**config.mk**
```make
export PLATFORM = sky130hd
export DESIGN_NAME = panel_control
export DESIGN_NICKNAME = d
export VERILOG_FILES = /design/src/hdl/panel_pkg.sv /design/src/hdl/cmd_dispatch.sv /design/src/hdl/cmd_read_brightness.sv /design/src/hdl/cmd_read_pixel.sv /design/src/hdl/cmd_blank_panel.sv /design/src/hdl/panel_control.sv
export VERILOG_INCLUDE_DIRS = /design/src /design/src/include
export SDC_FILE = /design/constraint.sdc
export NUM_CORES = 1
export LEC_CHECK = 0
export BUFFER_PORTS_ARGS = -buffer_cell sky130_fd_sc_hd__buf_2
export CAP_MARGIN = 20
export CORE_MARGIN = 5
export CORE_UTILIZATION = 40
export DETAILED_ROUTE_END_ITERATION = 8
export PLACE_DENSITY_LB_ADDON = 0.05
export SYNTH_ARGS = -nofsm -noshare
export SYNTH_HDL_FRONTEND = slang
export SYNTH_HIERARCHICAL = 1
export SYNTH_SLANG_ARGS = --single-unit
```
**constraint.sdc**
```tcl
create_clock -name clk_in -period 2.3 [get_ports clk_in]
set_input_delay 0.46 -clock clk_in [delete_from_list [all_inputs] [get_ports clk_in]]
set_output_delay 0.46 -clock clk_in [all_outputs]
set_load 0.01 [all_outputs]
```
**src/include/panel_defines.svh**
```systemverilog
//////////////////////////////
// panel geometry and brightness depth
// include wherever widths are needed
//////////////////////////////
`ifndef PANEL_DEFINES_SVH
`define PANEL_DEFINES_SVH

// 32 rows
`define PANEL_ROW_BITS 5

// 64 columns
`define PANEL_COL_BITS 6

// two bytes per pixel
`define PANEL_BYTE_SEL_BITS 1

// one frame-memory byte address
`define PANEL_MEM_ADDR_BITS (`PANEL_ROW_BITS + `PANEL_COL_BITS + `PANEL_BYTE_SEL_BITS)

// bits in the brightness mask
`define BRIGHTNESS_LEVELS 6

`endif

```
**src/hdl/panel_pkg.sv**
```systemverilog
//////////////////////////////
// shared types for the panel command controller
// import into any block that uses them
//////////////////////////////
`default_nettype none

package panel_pkg;

    `include "panel_defines.svh"

    typedef logic [`PANEL_ROW_BITS-1:0] row_addr_t;
    typedef logic [`PANEL_COL_BITS-1:0] col_addr_t;
    typedef logic [`PANEL_BYTE_SEL_BITS-1:0] byte_sel_t;

    // row, column, inverted byte select
    typedef logic [`PANEL_MEM_ADDR_BITS-1:0] mem_addr_t;

    typedef logic [7:0] mem_data_t;
    typedef logic [7:0] rx_byte_t;
    typedef logic [`BRIGHTNESS_LEVELS-1:0] brightness_t;

    // red bit 0, green bit 1, blue bit 2
    typedef logic [2:0] rgb_enable_t;

    typedef enum logic [7:0] {
        CMD_RED_ENABLE         = 8'h01,
        CMD_RED_DISABLE        = 8'h02,
        CMD_GREEN_ENABLE       = 8'h03,
        CMD_GREEN_DISABLE      = 8'h04,
        CMD_BLUE_ENABLE        = 8'h05,
        CMD_BLUE_DISABLE       = 8'h06,
        CMD_BRIGHTNESS_ZERO    = 8'h10,
        CMD_BRIGHTNESS_ONE     = 8'h11,
        CMD_BRIGHTNESS_TWO     = 8'h12,
        CMD_BRIGHTNESS_THREE   = 8'h13,
        CMD_BRIGHTNESS_FOUR    = 8'h14,
        CMD_BRIGHTNESS_FIVE    = 8'h15,
        CMD_BRIGHTNESS_SIX     = 8'h16,
        CMD_BRIGHTNESS_NINE    = 8'h19,
        CMD_READ_BRIGHTNESS    = 8'h20,
        CMD_BLANK_PANEL        = 8'h21,
        CMD_READ_PIXEL         = 8'h22
    } cmd_opcode_t;

    typedef enum logic [1:0] {
        ST_IDLE            = 2'd0,
        ST_READ_BRIGHTNESS = 2'd1,
        ST_BLANK_PANEL     = 2'd2,
        ST_READ_PIXEL      = 2'd3
    } cmd_state_t;

endpackage

`default_nettype wire

```
**src/hdl/cmd_dispatch.sv**
```systemverilog
//////////////////////////////
// opcode decoder and command FSM
// also owns channel enables and brightness mask
//////////////////////////////
`timescale 1ns/100ps
`default_nettype none

module cmd_dispatch
    import panel_pkg::*;
(
    input  wire logic        clk_in,
    input  wire logic        reset,
    input  wire rx_byte_t    rx_byte,
    input  wire logic        byte_valid,
    input  wire logic        cmd_done,
    input  wire logic        brightness_load,
    input  wire brightness_t brightness_value,
    output cmd_state_t       cmd_state,
    output rgb_enable_t      rgb_enable,
    output brightness_t      brightness_enable
);

    localparam int LEVELS = $bits(brightness_t);

    // mask as last written, output copies it a cycle later
    brightness_t brightness_pending;

    always_ff @(posedge clk_in) begin
        if (reset) begin
            cmd_state          <= ST_IDLE;
            rgb_enable         <= '1;
            brightness_pending <= '1;
            brightness_enable  <= '1;
        end else begin
            brightness_enable <= brightness_pending;

            if (brightness_load) begin
                brightness_pending <= brightness_value;
            end

            if (cmd_state != ST_IDLE) begin
                if (cmd_done) begin
                    cmd_state <= ST_IDLE;
                end
            end else if (byte_valid) begin
                case (cmd_opcode_t'(rx_byte))
                    CMD_RED_ENABLE:    rgb_enable[0] <= 1'b1;
                    CMD_RED_DISABLE:   rgb_enable[0] <= 1'b0;
                    CMD_GREEN_ENABLE:  rgb_enable[1] <= 1'b1;
                    CMD_GREEN_DISABLE: rgb_enable[1] <= 1'b0;
                    CMD_BLUE_ENABLE:   rgb_enable[2] <= 1'b1;
                    CMD_BLUE_DISABLE:  rgb_enable[2] <= 1'b0;

                    // level k flips mask bit LEVELS-k, so level one is the msb
                    CMD_BRIGHTNESS_ONE: begin
                        brightness_pending[LEVELS-1] <= ~brightness_pending[LEVELS-1];
                    end
                    CMD_BRIGHTNESS_TWO: begin
                        brightness_pending[LEVELS-2] <= ~brightness_pending[LEVELS-2];
                    end
                    CMD_BRIGHTNESS_THREE: begin
                        brightness_pending[LEVELS-3] <= ~brightness_pending[LEVELS-3];
                    end
                    CMD_BRIGHTNESS_FOUR: begin
                        brightness_pending[LEVELS-4] <= ~brightness_pending[LEVELS-4];
                    end
                    CMD_BRIGHTNESS_FIVE: begin
                        brightness_pending[LEVELS-5] <= ~brightness_pending[LEVELS-5];
                    end
                    CMD_BRIGHTNESS_SIX: begin
                        brightness_pending[LEVELS-6] <= ~brightness_pending[LEVELS-6];
                    end
                    CMD_BRIGHTNESS_ZERO: brightness_pending <= '0;
                    CMD_BRIGHTNESS_NINE: brightness_pending <= '1;

                    // multi-byte commands
                    CMD_READ_BRIGHTNESS: cmd_state <= ST_READ_BRIGHTNESS;
                    CMD_BLANK_PANEL:     cmd_state <= ST_BLANK_PANEL;
                    CMD_READ_PIXEL:      cmd_state <= ST_READ_PIXEL;

                    // unknown opcodes are dropped
                    default: begin
                    end
                endcase
            end
        end
    end

endmodule

`default_nettype wire

```
**src/hdl/cmd_read_brightness.sv**
```systemverilog
//////////////////////////////
// read brightness command
// one argument byte becomes the new mask
//////////////////////////////
`timescale 1ns/100ps
`default_nettype none

module cmd_read_brightness
    import panel_pkg::*;
(
    input  wire logic     clk_in,
    input  wire logic     reset,
    input  wire logic     arg_valid,
    input  wire rx_byte_t arg_byte,
    output logic          brightness_load,
    output brightness_t   brightness_value,
    output logic          done
);

    logic taken;

    // only the first argument counts
    assign brightness_load  = arg_valid && !taken;
    assign brightness_value = arg_byte[$bits(brightness_t)-1:0];
    assign done             = brightness_load;

    // blocks a second byte while the FSM drops back to idle
    always_ff @(posedge clk_in) begin
        if (reset) begin
            taken <= 1'b0;
        end else begin
            taken <= done;
        end
    end

endmodule

`default_nettype wire

```
**src/hdl/cmd_read_pixel.sv**
```systemverilog
//////////////////////////////
// read pixel command
// row, column, then two data bytes written out
//////////////////////////////
`timescale 1ns/100ps
`default_nettype none

module cmd_read_pixel
    import panel_pkg::*;
(
    input  wire logic     clk_in,
    input  wire logic     reset,
    input  wire logic     arg_valid,
    input  wire rx_byte_t arg_byte,
    output row_addr_t     row,
    output col_addr_t     column,
    output byte_sel_t     byte_sel,
    output mem_data_t     write_data,
    output logic          write_enable,
    output logic          done
);

    typedef enum logic [1:0] {
        ARG_ROW    = 2'd0,
        ARG_COLUMN = 2'd1,
        ARG_DATA0  = 2'd2,
        ARG_DATA1  = 2'd3
    } arg_step_t;

    arg_step_t step;

    always_ff @(posedge clk_in) begin
        if (reset) begin
            step <= ARG_ROW;
        end else if (arg_valid) begin
            // wraps back to ARG_ROW after the second data byte
            step <= arg_step_t'(step + 2'd1);
        end
    end

    // captured coordinates
    always_ff @(posedge clk_in) begin
        if (arg_valid && step == ARG_ROW) begin
            row <= arg_byte[$bits(row_addr_t)-1:0];
        end
        if (arg_valid && step == ARG_COLUMN) begin
            column <= arg_byte[$bits(col_addr_t)-1:0];
        end
    end

    // data bytes go straight through in their own cycle
    assign write_data   = arg_byte;
    assign byte_sel     = byte_sel_t'(step == ARG_DATA1);
    assign write_enable = arg_valid && (step == ARG_DATA0 || step == ARG_DATA1);
    assign done         = arg_valid && step == ARG_DATA1;

endmodule

`default_nettype wire

```
**src/hdl/cmd_blank_panel.sv**
```systemverilog
//////////////////////////////
// blank panel command
// clears every frame byte, one per clock
//////////////////////////////
`timescale 1ns/100ps
`default_nettype none

module cmd_blank_panel
    import panel_pkg::*;
(
    input  wire logic clk_in,
    input  wire logic reset,
    input  wire logic start,
    output row_addr_t row,
    output col_addr_t column,
    output byte_sel_t byte_sel,
    output logic      write_enable,
    output logic      done
);

    mem_addr_t count;
    byte_sel_t sel_low;

    always_ff @(posedge clk_in) begin
        if (reset) begin
            count <= '0;
        end else if (start && !done) begin
            count <= count + 1'b1;
        end else begin
            count <= '0;
        end
    end

    // the top inverts byte select, undo it so ram_address tracks count
    assign {row, column, sel_low} = count;
    assign byte_sel = ~sel_low;

    assign write_enable = start;
    assign done         = start && (count == '1);

endmodule

`default_nettype wire

```
**src/hdl/panel_control.sv**
```systemverilog
//////////////////////////////
// top of the panel command controller
// byte input, command blocks and the write port
//////////////////////////////
`timescale 1ns/100ps
`default_nettype none

module panel_control
    import panel_pkg::*;
(
    input  wire logic     clk_in,
    input  wire logic     reset,
    input  wire rx_byte_t data_rx,
    input  wire logic     data_ready_n,
    output rgb_enable_t   rgb_enable,
    output brightness_t   brightness_enable,
    output mem_addr_t     ram_address,
    output mem_data_t     ram_data_out,
    output logic          ram_write_enable,
    output logic          busy,
    output logic          ready_for_data
);

    rx_byte_t   rx_byte;
    logic       byte_valid;
    cmd_state_t cmd_state;
    logic       cmd_done;

    logic        rb_load;
    brightness_t rb_value;
    logic        rb_done;

    row_addr_t rp_row;
    col_addr_t rp_column;
    byte_sel_t rp_byte_sel;
    mem_data_t rp_data;
    logic      rp_we;
    logic      rp_done;

    row_addr_t bp_row;
    col_addr_t bp_column;
    byte_sel_t bp_byte_sel;
    logic      bp_we;
    logic      bp_done;

    row_addr_t sel_row;
    col_addr_t sel_column;
    byte_sel_t sel_byte;

    // input byte register, byte_valid follows the accepting edge
    always_ff @(posedge clk_in) begin
        if (!data_ready_n && ready_for_data) begin
            rx_byte <= data_rx;
        end
    end

    always_ff @(posedge clk_in) begin
        if (reset) begin
            byte_valid <= 1'b0;
        end else begin
            byte_valid <= !data_ready_n && ready_for_data;
        end
    end

    cmd_dispatch u_dispatch (
        .clk_in           (clk_in),
        .reset            (reset),
        .rx_byte          (rx_byte),
        .byte_valid       (byte_valid),
        .cmd_done         (cmd_done),
        .brightness_load  (rb_load),
        .brightness_value (rb_value),
        .cmd_state        (cmd_state),
        .rgb_enable       (rgb_enable),
        .brightness_enable(brightness_enable)
    );

    cmd_read_brightness u_read_brightness (
        .clk_in          (clk_in),
        .reset           (reset),
        .arg_valid       (byte_valid && cmd_state == ST_READ_BRIGHTNESS),
        .arg_byte        (rx_byte),
        .brightness_load (rb_load),
        .brightness_value(rb_value),
        .done            (rb_done)
    );

    cmd_read_pixel u_read_pixel (
        .clk_in      (clk_in),
        .reset       (reset),
        .arg_valid   (byte_valid && cmd_state == ST_READ_PIXEL),
        .arg_byte    (rx_byte),
        .row         (rp_row),
        .column      (rp_column),
        .byte_sel    (rp_byte_sel),
        .write_data  (rp_data),
        .write_enable(rp_we),
        .done        (rp_done)
    );

    cmd_blank_panel u_blank_panel (
        .clk_in      (clk_in),
        .reset       (reset),
        .start       (cmd_state == ST_BLANK_PANEL),
        .row         (bp_row),
        .column      (bp_column),
        .byte_sel    (bp_byte_sel),
        .write_enable(bp_we),
        .done        (bp_done)
    );

    // write port and done follow the active command
    always_comb begin
        sel_row          = '0;
        sel_column       = '0;
        sel_byte         = '0;
        ram_data_out     = '0;
        ram_write_enable = 1'b0;
        cmd_done         = 1'b0;
        case (cmd_state)
            ST_READ_BRIGHTNESS: begin
                cmd_done = rb_done;
            end
            ST_READ_PIXEL: begin
                sel_row          = rp_row;
                sel_column       = rp_column;
                sel_byte         = rp_byte_sel;
                ram_data_out     = rp_data;
                ram_write_enable = rp_we;
                cmd_done         = rp_done;
            end
            ST_BLANK_PANEL: begin
                sel_row          = bp_row;
                sel_column       = bp_column;
                sel_byte         = bp_byte_sel;
                ram_write_enable = bp_we;
                cmd_done         = bp_done;
            end
            default: begin
            end
        endcase
    end

    // inverted select keeps pixels little-endian in memory
    assign ram_address = {sel_row, sel_column, ~sel_byte};

    assign busy           = cmd_state != ST_IDLE;
    assign ready_for_data = cmd_state != ST_BLANK_PANEL;

endmodule

`default_nettype wire

```
==> results.md <==
* Core area at 7180 sq um
* Sequential share of the synthesized area at 0.424
* Initial Util at 0.405
* Area of the die at 9070 sq um
* Total number of yosys warnings at 6
* Most common cell after layout, fill and taps aside: buf_2
* Half-perimeter wire length after detailed placement at 4.35 mm
* Class of the tightest hold or removal check: input port to register
* Detailed-route wire length at 6.16 mm
* Transition time at the pin with the least slew margin at 0.707 ns
* Total design power at 1.57 mW
* Vias in the first global route at 1917
* Leak pwr at 1.09 nW
* Top-level port count at 43
* # setup viols final at 0
* Routability Congestion at 0.717
* Detailed-routing iteration count for the pre-antenna-repair pass at 4
* Critical Path Sink Type: primary output
* Final instance area at 3100 sq um
* Fraction of synthesis flops using an asynchronous set or reset pin at 0
* Number of synthesized register bits at 52
* Cell area reported after detailed placement at 3020 sq um
* Sum of overflow across all layers after global routing at 0
* Tot GR Track Use at 0.143
* Final hold vios at 0
* Combined area of all synthesized cells at 2910 sq um
* Clock transition at the registers of the reported paths at 0.09 ns
* Wire per inst at 15.1 microns
* Avg Vias per Cell at 5.03
* Number of CTS-inserted buffers at 5
* Final Cycle Share at 0.929
* Width of the die at 95.2 microns
* Total power divided by cell area at 506 nW/um^2
* Detailed-route DRC error count at 0
* Area taken by flip-flops and latches at 1230 sq um
* Minimum clock period after layout at 2.14 ns
* Area overhead of the layout relative to synthesis at 6.80%
* Number of placement rows at 31
* Clock root cell: clkbuf_8
* Post-route ant nets at 0
* Max-Slew Margin vs Limit at 0.528
* Max H-tree Level at 2
* Fin nets at 325
* Maxcap violations at 0
* CP max stage delay at 0.56 ns
* Element type at the critical path start: register
* Slowest library cell on the worst path: dfxtp_1
* Global-route wire length before repair at 9.97 mm
* Min-Delay Startpoint: data_rx[4]
* Critical register-to-register path startpoint: u_dispatch/cmd_state[1]
* Maximum buffer depth of the clock tree at 2
* Commonest non-fill, non-tap cells in the layout: buf_2, dfxtp_1, mux2i_1, edfxtp_1, nor2b_1
* Post-synth top flop: dfxtp_1
* Clock tree skew after final layout at 0.00454 ns
* Synthesized instance count at 291
* Number of DRC violations after detailed-routing iteration 0 at 106
* Clock latency at the later pin of the worst-skew pair at 0.31 ns
* Critical path required time at 1.84 ns
* Final Max Tran Viols at 0
* # fillers at 709
* Setup TNS at 0 ns
* Mean post-synth cell area at 9.99 sq um
* Number of I/O port buffers at 42
* Multi-input gate area in the final layout at 1350 sq um
* Peak supply drop at 0.322 mV
* Number of antenna diodes at 0
* Overall die height at 95.2 microns
* Sinks on the clock net at 52
* Critical Path Fanout Max at 15
* Via Count at 2056
* Number of enable-type register cells in the synthesized netlist at 19
* Peak clock frequency supported by timing at 0.468 GHz
* Reg2Reg Setup Slack at 0.43 ns
* Class of the most critical setup path: register to primary output
* Crit path launch: u_dispatch/cmd_state[1]
* Worst hold slack after final layout at 0.320 ns
* Post-Synthesis Net Count at 307
* Antenna violations before repair at 0
* Run status: finished clean
* Unrepaired setup endpoints after global routing: false
* Ratio of cells with drive above 1 in the final layout at 0.274
* Worst Path Arrival at 1.68 ns
* Unique cell type count in the Yosys netlist at 59
* Critical path cell sequence: and3_1 -> o21a_1 -> mux2i_1 -> nor2b_1 -> buf_2
* Maximum number of pins on one net before global-route repair at 24
* TritonCTS clock tree: done
* Hold Buf Count CTS at 0
[kinds of logic (layout without fill, tap and decap cells)]
| kind of cell | after synthesis | in the layout | synth area share |
|---|---|---|---|
| AOI/OAI and AO/OA | 46 | 46 | 0.109 |
| buffers and inverters | 52 | 71 | 0.114 |
| adders and majority gates | 5 | 5 | 0.0215 |
| xor gates and xnor gates | 7 | 7 | 0.0211 |
| muxes | 22 | 22 | 0.0779 |
| and+or+nand+nor | 107 | 107 | 0.233 |
| DFF | 52 | 52 | 0.424 |
[area by class of cell]
type / count / area share
clock inverters: 1 / 0.00121
well taps: 99 / 0.0399
repair buffers: 51 / 0.0895
inverters: 12 / 0.0145
clock buffers: 7 / 0.0246
flip-flops and latches: 52 / 0.397
multi-input cells: 187 / 0.433
[Yosys cell counts (2+ instances only)]
master    instances  area, sq um
ha_1              5         62.6
a21oi_1          10         50.1
edfxtp_1         19          571
a211o_1           2         17.5
or3b_1            2         17.5
nor2b_1          17          106
or4_1             3         22.5
nand3_1           6         30.0
xnor2_1           3         26.3
nand4_1           4         25.0
and3_1            9         56.3
or2_2             8         50.1
a211oi_1          3         22.5
nor3_1            3         15.0
nand2b_1          6         37.5
o31ai_1           2         15.0
or3b_2            2         17.5
or3_1             3         18.8
nand2_1           8         30.0
nor2_1           16         60.1
o21ai_0          12         60.1
inv_1            12         45.0
o21bai_1          2         15.0
buf_4            27          203
nand3b_1          4         30.0
and2_2            3         22.5
clkbuf_1          8         30.0
xor2_1            4         35.0
a21boi_0          2         15.0
buf_2             2         10.0
o211ai_1          2         15.0
mux2i_1          20          200
a31oi_1           3         18.8
buf_6             2         22.5
dfxtp_1          33          661
[repair_timing]
item	CTS	global route
endpoints found under the hold margin	0	0
resized for setup	0	1
setup endpoints to repair	0	2
buffers inserted	0	0
[sequential cells by signal, indices dropped and copies added (netlist names)]
signal and cells:
u_read_brightness/taken 1, u_read_pixel/column 6, byte_valid 1, u_dispatch/rgb_enable 3, rx_byte 8, u_read_pixel/row 5, u_read_pixel/step 2, u_dispatch/cmd_state 2
u_dispatch/brightness_enable 6, u_blank_panel/count 12, u_dispatch/brightness_pending 6
[through the flow]
stage	worst slack (ns)	std cells	util
finish	0.163	409	0.433
CTS	0.0857	409	0.432
detailed placement	0.442	401	0.421
floorplan	0.258	291	-
global placement	0.471	401	0.421
global route	0.0152	409	0.433
[report_power, final]
part           switching [mW]  total [mW]  internal, mW
registers              0.0240       0.987         0.963
logic                  0.0383      0.0686        0.0303
clock network           0.301       0.514         0.213
total                   0.364        1.57          1.21
[worst max-delay path, delay by kind of cell, from the launching register on]
family	cells	cell delay [ns]
AO/OA/AOI/OAI	1	0.15
buffers and inverters	1	0.14
AND/OR/NAND/NOR	2	0.46
flip-flops	1	0.56
multiplexers	1	0.06
[final timing paths]
| check | depth (start not counted) | end |
|---|---|---|
| setup / recovery | 5 | ram_write_enable |
| hold reg to reg | 1 | u_read_brightness/taken |
| setup reg to reg | 4 | u_blank_panel/count[11] |
| hold / removal | 1 | rx_byte[4] |
[metal layers]
metal	up-vias	share of wire	GRT usage
met1	963	0.53	0.215
met3	4	0.045	0.0308
met5	-	0	0
met2	51	0.41	0.205
li1	1038	-	-
met4	0	0.0068	0.0397
(Power assumes the default switching activity.)
